## config.mk

```make
export PLATFORM = sky130hd
export DESIGN_NAME = gpio_top
export DESIGN_NICKNAME = d
export VERILOG_FILES = /design/src/verilog/gpio_pkg.sv /design/src/verilog/gpio_reg_if.sv /design/src/verilog/gpio_apb_fsm.sv /design/src/verilog/gpio_regs.sv /design/src/verilog/gpio_sample_timer.sv /design/src/verilog/gpio_input_filter.sv /design/src/verilog/gpio_top.sv
export SDC_FILE = /design/constraint.sdc
export NUM_CORES = 1
export LEC_CHECK = 0
export BUFFER_PORTS_ARGS = -buffer_cell sky130_fd_sc_hd__buf_2
export CELL_PAD_IN_SITES_DETAIL_PLACEMENT = 1
export CELL_PAD_IN_SITES_GLOBAL_PLACEMENT = 2
export CORE_MARGIN = 2
export CORE_UTILIZATION = 34
export DETAILED_ROUTE_END_ITERATION = 8
export HOLD_SLACK_MARGIN = 0.08
export PLACE_DENSITY_LB_ADDON = 0.1
export SYNTH_ARGS = -nofsm -noshare
export SYNTH_HDL_FRONTEND = slang
export SYNTH_SLANG_ARGS = --single-unit
```

## constraint.sdc

```tcl
create_clock -name pclk -period 2.3 [get_ports pclk]
set_clock_uncertainty 0.15 [all_clocks]
set_input_delay 0.575 -clock pclk [delete_from_list [all_inputs] [get_ports pclk]]
set_output_delay 0.575 -clock pclk [all_outputs]
set_load 0.005 [all_outputs]
```

## src/verilog/gpio_pkg.sv

```systemverilog
`default_nettype none

package gpio_pkg;

   // --------------------
   // sizing
   // --------------------

   // pin count ceiling, matches the 16 bit wide bank
   localparam int max_pins = 16;

   // filter divider register width
   localparam int div_width = 8;

   // --------------------
   // register map
   // --------------------

   // word offsets on the 6 bit apb address
   typedef enum logic [5:0]
   {
      addr_dir      = 6'h00, // 1 = output
      addr_out      = 6'h04, // output data
      addr_in       = 6'h08, // filtered input, read only
      addr_int_en   = 6'h0C, // per pin irq enable
      addr_int_pol  = 6'h10, // 1 rising, 0 falling
      addr_int_stat = 6'h14, // write one to clear
      addr_filt_div = 6'h18  // sample tick divider
   } gpio_addr_e;

   // --------------------
   // bus phases
   // --------------------

   // phase seen on the apb port in the last cycle
   typedef enum logic [1:0]
   {
      st_idle,   // psel low
      st_setup,  // psel high, penable low
      st_access  // psel and penable high
   } apb_state_e;

endpackage

`default_nettype wire

```

## src/verilog/gpio_reg_if.sv

```systemverilog
`timescale 1ns/100ps
`default_nettype none

// strobes and data between the apb front end and the register bank
interface gpio_reg_if #(
   parameter int num_pins = 16
);

   logic                rd_stb; // one cycle, setup phase of a read
   logic                wr_stb; // one cycle, access phase of a write
   logic [5:0]          addr;   // byte offset
   logic [num_pins-1:0] wdata;  // low bits of pwdata
   logic [num_pins-1:0] rdata;  // registered read data

   // front end side
   modport bus
   (
      output rd_stb,
      output wr_stb,
      output addr,
      output wdata
   );

   // register bank side
   modport regs
   (
      input  rd_stb,
      input  wr_stb,
      input  addr,
      input  wdata,
      output rdata
   );

endinterface

`default_nettype wire

```

## src/verilog/gpio_apb_fsm.sv

```systemverilog
`timescale 1ns/100ps
`default_nettype none

module gpio_apb_fsm (
   input  logic        pclk,    // apb clock
   input  logic        rst_n,   // sync, active low
   input  logic        psel,    // slave select
   input  logic        penable, // access phase
   input  logic        pwrite,  // 1 = write
   input  logic [5:0]  paddr,   // byte address
   input  logic [31:0] pwdata,  // write data
   gpio_reg_if.bus     bus      // strobes to register bank
);

   import gpio_pkg::*;

   apb_state_e state_q;   // phase of previous cycle
   apb_state_e state_nxt; // phase of this cycle

   // --------------------
   // phase tracking
   // --------------------

   always_comb
   begin
      state_nxt = state_q;
      case (state_q)
         st_idle:
            if (psel)
               state_nxt = st_setup; // new transfer
         st_setup:
            if (!psel)
               state_nxt = st_idle;  // master dropped it
            else if (penable)
               state_nxt = st_access;
         st_access:
            if (!psel)
               state_nxt = st_idle;
            else if (!penable)
               state_nxt = st_setup; // back to back transfer
         default:
            state_nxt = st_idle;
      endcase
   end

   always_ff @(posedge pclk)
   begin
      if (!rst_n)
         state_q <= st_idle;
      else
         state_q <= state_nxt;
   end

   // --------------------
   // strobes
   // --------------------

   // read strobe in setup, so the bank can register data for the access cycle
   assign bus.rd_stb = psel && !penable && !pwrite && (state_q != st_setup);
   // write strobe once, in the first access cycle
   assign bus.wr_stb = psel && penable && pwrite && (state_q == st_setup);

   assign bus.addr  = paddr;
   assign bus.wdata = pwdata[$bits(bus.wdata)-1:0]; // unused upper bits dropped

   // access phase only ever follows a setup phase
   a_penable_after_setup : assert property (
      @(posedge pclk) disable iff (!rst_n)
      $rose(penable) |-> (state_q == st_setup)
   );

   // never a read and a write in one cycle
   a_one_strobe : assert property (
      @(posedge pclk) disable iff (!rst_n)
      $onehot0({bus.rd_stb, bus.wr_stb})
   );

endmodule

`default_nettype wire

```

## src/verilog/gpio_regs.sv

```systemverilog
`timescale 1ns/100ps
`default_nettype none

module gpio_regs #(
   parameter int num_pins = 16
) (
   input  logic                           pclk,
   input  logic                           rst_n,
   gpio_reg_if.regs                       rif,              // strobes from front end
   input  logic [num_pins-1:0]            pin_filt,         // filtered pin levels
   input  logic [num_pins-1:0]            tri_state_enable, // forces oe off
   output logic [gpio_pkg::div_width-1:0] filt_div,         // to sample timer
   output logic [num_pins-1:0]            pin_out,
   output logic [num_pins-1:0]            pin_oe_n,         // active low enable
   output logic                           irq
);

   import gpio_pkg::*;

   logic [num_pins-1:0]  dir_q;      // direction, 1 = drive
   logic [num_pins-1:0]  out_q;      // output data
   logic [num_pins-1:0]  int_en_q;   // irq enable
   logic [num_pins-1:0]  int_pol_q;  // edge select
   logic [num_pins-1:0]  int_stat_q; // sticky edge flags
   logic [div_width-1:0] filt_div_q;
   logic [num_pins-1:0]  filt_d_q;   // pin_filt one cycle back
   logic [num_pins-1:0]  rdata_q;    // read data, held until next read

   logic [max_pins-1:0]  wdata_ext;  // write data widened to full bank
   logic [max_pins-1:0]  rd_mux;
   logic [num_pins-1:0]  edge_hit;   // edge of selected polarity
   logic [num_pins-1:0]  stat_clr;   // write one to clear mask

   assign wdata_ext = max_pins'(rif.wdata);

   // --------------------
   // writable registers
   // --------------------

   always_ff @(posedge pclk)
   begin
      if (!rst_n)
      begin
         dir_q      <= '0; // all pins inputs
         out_q      <= '0;
         int_en_q   <= '0;
         int_pol_q  <= '0;
         filt_div_q <= '0;
      end
      else if (rif.wr_stb)
      begin
         case (rif.addr)
            addr_dir      : dir_q      <= rif.wdata;
            addr_out      : out_q      <= rif.wdata;
            addr_int_en   : int_en_q   <= rif.wdata;
            addr_int_pol  : int_pol_q  <= rif.wdata;
            addr_filt_div : filt_div_q <= wdata_ext[div_width-1:0];
            default       : ; // input, status and holes not written here
         endcase
      end
   end

   // --------------------
   // edge detect, status
   // --------------------

   // rising where pol is set, falling where clear
   assign edge_hit = (pin_filt & ~filt_d_q & int_pol_q)
                   | (~pin_filt & filt_d_q & ~int_pol_q);

   assign stat_clr = (rif.wr_stb && (rif.addr == addr_int_stat)) ? rif.wdata : '0;

   always_ff @(posedge pclk)
   begin
      if (!rst_n)
      begin
         filt_d_q   <= '0; // pin_filt also resets low, no false edge
         int_stat_q <= '0;
      end
      else
      begin
         filt_d_q   <= pin_filt;
         int_stat_q <= (int_stat_q & ~stat_clr) | edge_hit; // set beats clear
      end
   end

   // --------------------
   // read path
   // --------------------

   always_comb
   begin
      case (rif.addr)
         addr_dir      : rd_mux = max_pins'(dir_q);
         addr_out      : rd_mux = max_pins'(out_q);
         addr_in       : rd_mux = max_pins'(pin_filt);
         addr_int_en   : rd_mux = max_pins'(int_en_q);
         addr_int_pol  : rd_mux = max_pins'(int_pol_q);
         addr_int_stat : rd_mux = max_pins'(int_stat_q);
         addr_filt_div : rd_mux = max_pins'(filt_div_q);
         default       : rd_mux = '0; // unmapped
      endcase
   end

   // captured at end of setup, valid through access
   always_ff @(posedge pclk)
   begin
      if (!rst_n)
         rdata_q <= '0;
      else if (rif.rd_stb)
         rdata_q <= rd_mux[num_pins-1:0];
   end

   assign rif.rdata = rdata_q;

   // pin side
   assign filt_div = filt_div_q;
   assign pin_out  = out_q;
   assign pin_oe_n = ~dir_q | tri_state_enable;
   assign irq      = |(int_stat_q & int_en_q);

   // irq only from an enabled status bit
   a_irq_source : assert property (
      @(posedge pclk) disable iff (!rst_n)
      irq |-> ((int_stat_q & int_en_q) != '0)
   );

endmodule

`default_nettype wire

```

## src/verilog/gpio_sample_timer.sv

```systemverilog
`timescale 1ns/100ps
`default_nettype none

module gpio_sample_timer (
   input  logic                           pclk,
   input  logic                           rst_n,
   input  logic [gpio_pkg::div_width-1:0] filt_div,   // period minus one
   output logic                           sample_tick // one cycle pulse
);

   import gpio_pkg::*;

   logic [div_width-1:0] cnt_q; // counts down to zero
   logic [div_width-1:0] div_q; // last divider seen
   logic                 div_chg;

   // new divider written, restart the period
   assign div_chg = (filt_div != div_q);

   // --------------------
   // down counter
   // --------------------

   always_ff @(posedge pclk)
   begin
      if (!rst_n)
      begin
         cnt_q <= '0; // divider resets to 0, tick every cycle
         div_q <= '0;
      end
      else
      begin
         div_q <= filt_div;
         if (div_chg || (cnt_q == '0))
            cnt_q <= filt_div; // reload
         else
            cnt_q <= cnt_q - 1'b1;
      end
   end

   assign sample_tick = (cnt_q == '0);

   // back to back ticks only with a zero divider
   a_tick_spacing : assert property (
      @(posedge pclk) disable iff (!rst_n)
      (sample_tick && $past(sample_tick)) |-> ($past(filt_div) == '0)
   );

endmodule

`default_nettype wire

```

## src/verilog/gpio_input_filter.sv

```systemverilog
`timescale 1ns/100ps
`default_nettype none

module gpio_input_filter #(
   parameter int num_pins = 16
) (
   input  logic                pclk,
   input  logic                rst_n,
   input  logic [num_pins-1:0] pin_in,      // async pad levels
   input  logic                sample_tick, // from sample timer
   output logic [num_pins-1:0] pin_filt     // debounced levels
);

   logic [num_pins-1:0] sync1_q; // first metastability stage
   logic [num_pins-1:0] sync2_q; // safe to use
   logic [num_pins-1:0] samp_q;  // level at last tick
   logic [num_pins-1:0] filt_q;
   logic [num_pins-1:0] agree;   // this tick matches the last one
   logic [num_pins-1:0] filt_nxt;

   // --------------------
   // synchronizer
   // --------------------

   always_ff @(posedge pclk)
   begin
      if (!rst_n)
      begin
         sync1_q <= '0;
         sync2_q <= '0;
      end
      else
      begin
         sync1_q <= pin_in;
         sync2_q <= sync1_q;
      end
   end

   // --------------------
   // two sample filter
   // --------------------

   assign agree = ~(sync2_q ^ samp_q);

   // take the new level where two ticks agree, else keep
   assign filt_nxt = (agree & sync2_q) | (~agree & filt_q);

   always_ff @(posedge pclk)
   begin
      if (!rst_n)
      begin
         samp_q <= '0;
         filt_q <= '0;
      end
      else if (sample_tick)
      begin
         samp_q <= sync2_q;
         filt_q <= filt_nxt;
      end
   end

   assign pin_filt = filt_q;

endmodule

`default_nettype wire

```

## src/verilog/gpio_top.sv

```systemverilog
`timescale 1ns/100ps
`default_nettype none

module gpio_top #(
   parameter int num_pins = 16
) (
   input  logic                pclk,
   input  logic                rst_n,
   input  logic                psel,
   input  logic                penable,
   input  logic                pwrite,
   input  logic [5:0]          paddr,
   input  logic [31:0]         pwdata,
   output logic [31:0]         prdata,           // upper bits zero
   input  logic [num_pins-1:0] pin_in,
   input  logic [num_pins-1:0] tri_state_enable, // per pin oe override
   output logic [num_pins-1:0] pin_out,
   output logic [num_pins-1:0] pin_oe_n,
   output logic                irq
);

   import gpio_pkg::*;

   logic [div_width-1:0] filt_div;    // divider register to timer
   logic                 sample_tick; // filter pacing
   logic [num_pins-1:0]  pin_filt;    // filtered levels to bank

   // pin count must fit the bank
   generate
      if ((num_pins < 1) || (num_pins > max_pins))
      begin : g_bad_num_pins
         $error("gpio_top: num_pins out of range");
      end
   endgenerate

   gpio_reg_if #(.num_pins(num_pins)) u_reg_if ();

   // --------------------
   // bus side
   // --------------------

   gpio_apb_fsm u_apb_fsm (
      .pclk    (pclk),
      .rst_n   (rst_n),
      .psel    (psel),
      .penable (penable),
      .pwrite  (pwrite),
      .paddr   (paddr),
      .pwdata  (pwdata),
      .bus     (u_reg_if.bus)
   );

   gpio_regs #(.num_pins(num_pins)) u_regs (
      .pclk             (pclk),
      .rst_n            (rst_n),
      .rif              (u_reg_if.regs),
      .pin_filt         (pin_filt),
      .tri_state_enable (tri_state_enable),
      .filt_div         (filt_div),
      .pin_out          (pin_out),
      .pin_oe_n         (pin_oe_n),
      .irq              (irq)
   );

   assign prdata = 32'(u_reg_if.rdata); // zero padded

   // --------------------
   // pin side
   // --------------------

   gpio_sample_timer u_sample_timer (
      .pclk        (pclk),
      .rst_n       (rst_n),
      .filt_div    (filt_div),
      .sample_tick (sample_tick)
   );

   gpio_input_filter #(.num_pins(num_pins)) u_input_filter (
      .pclk        (pclk),
      .rst_n       (rst_n),
      .pin_in      (pin_in),
      .sample_tick (sample_tick),
      .pin_filt    (pin_filt)
   );

endmodule

`default_nettype wire

```

==> flow_results.org <==
** Yosys
- The cell area that synthesis handed to floorplanning was 8680 µm².
- Sorting the synthesized cells by area gives the leading types as dfxtp_1 (47%), nand2_1 (5.6%), nand3_1 (4.7%), a21oi_1 (4.6%), and2_1 (4.2%).
- Most frequently used flop master after synthesis :: dfxtp_1
- After synthesis the netlist holds a flip-flop and latch count of 202.
- dfxtp_1 takes more of the synthesized area than any other cell.
- Number of enable flip-flop cells after synthesis :: 0
- Summing the sequential cell areas from Yosys gives 46.6% of the chip area.
- Post-Synthesis Mean Instance Area :: approximately 8.7 µm²
- Fraction of synthesized cell area taken by the top area cell type :: 46.6%
- Count of synthesis-stage warnings from yosys :: 0
- Number of standard cells after synthesis :: 994
- Number of distinct standard cells referenced by the synthesized netlist :: 57
- Async set-or-reset flop fraction in the synthesized netlist :: 0%

** Clocking
- Total clock buffers created by CTS :: 24
- The clock passes through at most 3 buffers.
- Master cell of the clock root buffer :: clkbuf_16
- CTS built an H-tree with a depth of 1.
- CTS tree :: yes
- Worst-Skew Late Latency :: between 0.5 and 0.6 ns
- In this run, post-CTS hold repair placed 0 buffers.
- Worst-path clk slew :: 0.06 ns
- Number of sinks handled by clock tree synthesis :: between 200 and 250

** Finish
- Most common cell after layout, fill and taps aside :: dfxtp_1
- Net total in the final layout :: 1197
- Leading cell types in the layout, fill and taps excluded :: dfxtp_1 (197), nand2_1 (129), buf_2 (107), nand3_1 (81), a21oi_1 (79)
- At the end of the flow the core is filled with cells to 42.3%.
- Area Overhead vs Synth :: 22.3%
- Share of layout cells above drive strength 1 :: 21.0%
- Ant. Diodes :: 0

** STA
- Based on the critical path, the design can be clocked at up to between 0.4 and 0.5 GHz.
- At the pin with the least slew margin, the transition time is 1.09 ns.
- Unrepaired setup endpoints after global routing :: yes
- Setup WS post-layout :: -0.137 ns
- The number of max-slew violations in the final report came to 0.
- The hold violation total from the final report came to 0.
- In the finished design, the share of the clock period the worst path needs comes to 106%.
- Setup violations remaining at the end of the flow were counted as 1.
- Max transition margin :: 27.3%
- Counting I/O delays and the setup requirement, the final critical path takes approximately 2.4 ns.

** Power and ir drop
- IR analysis of the VDD net gives a maximum drop of 0.512 mV.
- Overall power consumption after layout is estimated at roughly 8.4 mW.
- Leakage :: 4.11 nW
- Ratio of total power to cell area :: 792 nW/µm²

** Setup path
- CP peak stage delay :: 0.35 ns
- Required time at the worst-slack endpoint :: 1.57 ns
- The worst setup path is of the flop to output port kind.
- STA classifies the critical path endpoint as an output port.
- Crit path cell chain :: a22o_1 -> a221oi_1 -> nand4_1 -> buf_2
- STA classifies the critical path startpoint as a flop.
- At the worst endpoint, the arrival time is 1.71 ns.
- The kind of cell with the highest combined delay along the critical path is compound AO/OA/AOI/OAI gates.
- Slowest cell on the critical path :: dfxtp_2
- Together, buffers and inverters on the worst path number 1.
- Of all nets on the critical path, the largest fanout is 3.

** Die
- In this run the vertical extent of the chip is 164 µm.
- The core region is 25100 µm².
- Count of standard-cell rows :: 58
- Pin placement for this block handled between 100 and 150 I/O pins.
- Die Wd :: 164 µm
- For this configuration, the core starts out at a cell density of 34.6%.
- Die Outline Area :: about 27000 µm²

** Job
- Max-cap violations in this run came to 0.

** Hold path
- The min-delay analysis places its worst path in the category input port to flop.

** Drt
- The pre-antenna-repair detailed-routing pass consisted of 5 iterations.
- The routed design has about 28 mm of wire.
- # DRC :: 0
- After detailed routing, the average wire length per cell comes to 19.1 µm.
- The routed layout has 7629 vias.
- Initial DRC count :: just over 400
- The count of nets left with antenna violations once routing finished came out at 0.
- Using the TritonRoute via totals, the vias-per-cell ratio works out to slightly above 5.

** Global routing
- The initial antenna violation count is 0.
- Global Route Usage Sum :: 20.8%
- Pin count of the biggest net entering global routing :: 111
- After global routing the overflow that remains totals 0.
- First-pass GRT wire length :: 43.5 mm
- The via count of the first global-routing pass came to approximately 7500.

** Outcome
- Status :: complete, but fails checks
- Failing checks :: negative setup slack

** Place
- Routability congestion estimate from global placement :: 0.840
- PortBufs :: 107
- Half-perimeter wire length of the detailed placement result :: 19.4 mm
[worst paths after layout]
path,start,to,slack (ns),cells past startpoint
max,u_regs.int_stat_q[7]$_SDFF_PN0_,irq,-0.14,4
min,pin_in[15],u_input_filter.sync1_q[15]$_SDFF_PN0_,0.12,2
max reg2reg,u_sample_timer.cnt_q[2]$_SDFF_PN0_,u_sample_timer.cnt_q[4]$_SDFF_PN0_,0.43,4
min reg2reg,u_input_filter.sync1_q[13]$_SDFF_PN0_,u_input_filter.sync2_q[13]$_SDFF_PN0_,0.28,1
[sequential cells by signal, indices dropped and copies added, names as in the netlist, named ones only]
| register | flops |
|---|---|
| u_regs.int_en_q | 16 |
| u_regs.int_pol_q | 16 |
| u_sample_timer.div_q | 8 |
| u_regs.rif.rdata | 16 |
| u_regs.dir_q | 16 |
| u_regs.filt_d_q | 16 |
| u_input_filter.sync1_q | 16 |
| u_regs.pin_out | 16 |
| u_apb_fsm.state_q | 2 |
| u_input_filter.samp_q | 16 |
| u_regs.filt_div | 8 |
| u_regs.int_stat_q | 16 |
| u_input_filter.sync2_q | 16 |
| u_sample_timer.cnt_q | 8 |
[kinds of logic (layout without fill, tap and decap cells)]
group                      after synthesis  count (layout)  share of synthesized area [%]
other                                    1              16                         0.0432
xor gates and xnor gates                11              11                           1.11
muxes                                   56              56                           6.75
DFF                                    202             202                           46.6
and+or+nand+nor                        389             389                           23.1
adders and majority gates                2               2                          0.259
AOI/OAI and AO/OA                      244             244                           16.9
buffers and inverters                   89             219                           5.29
[report_power, final]
group          switching (mW)  internal [mW]  leakage, nW
clock                    1.51           2.13        0.353
sequential             0.0962           3.61         1.64
combinational           0.654          0.409         2.11
total                    2.26           6.15         4.11
[final cells by class]
cell class	instances	area, µm²
Sequential cell	202	4050
Timing Repair Buffer	166	1120
Clock buffer	39	718
Clock inverter	5	35.0
Fill cell	2973	14500
Tap cell	330	413
Multi-Input combinational cell	718	4250
Inverter	9	35.0
[synthesized netlist by cell type, drive strengths merged, types with 2 or more instances]
library cell / n
clkbuf: 30
nand4: 18
xor2: 9
nor4: 8
nor2: 40
nand2b: 23
a22o: 9
mux2i: 36
dfxtp: 202
inv: 9
nor3b: 4
and4: 3
and2: 58
nand3b: 4
a22oi: 2
or3: 4
a21boi: 21
nor3: 6
buf: 50
and3: 5
a21oi: 79
o21ai: 70
o21a: 16
a311oi: 2
a31oi: 19
o211ai: 2
nand3: 82
xnor2: 2
o22ai: 7
a221oi: 12
mux2: 20
a32oi: 2
nand2: 129
[what timing repair did]
item | CTS | global route
gates resized for setup | 6 | 2
buffers inserted | 2 | 0
hold endpoints to repair | 0 | 0
setup endpoints to repair | 1 | 1
pin swaps | 1 | 2
[layer usage]
| layer | vias up | track usage, % | wire (µm) |
|---|---|---|---|
| met3 | 32 | 2.93 | 1190 |
| li1 | 3726 | - | - |
| met1 | 3702 | 29.3 | 13600 |
| met4 | 0 | 5.18 | 604 |
| met2 | 169 | 33.6 | 12600 |
| met5 | - | 0 | 0 |
[through the flow]
stage | TNS (ns) | area (µm²) | setup WS, ns | instances | hold WS (ns)
after CTS | -0.170 | 10600 | -0.170 | 1469 | 0.0956
after global placement | -0.0321 | 9830 | -0.0231 | 1423 | 0.264
after floorplan | 0 | 8730 | 0.285 | 1009 | 0.262
after detailed placement | -0.0329 | 9830 | -0.0205 | 1423 | 0.271
after global routing | -0.223 | 10600 | -0.223 | 1469 | 0.107
final | -0.137 | 10600 | -0.137 | 1469 | 0.117
No activity file was read; power rests on OpenSTA's default activity.
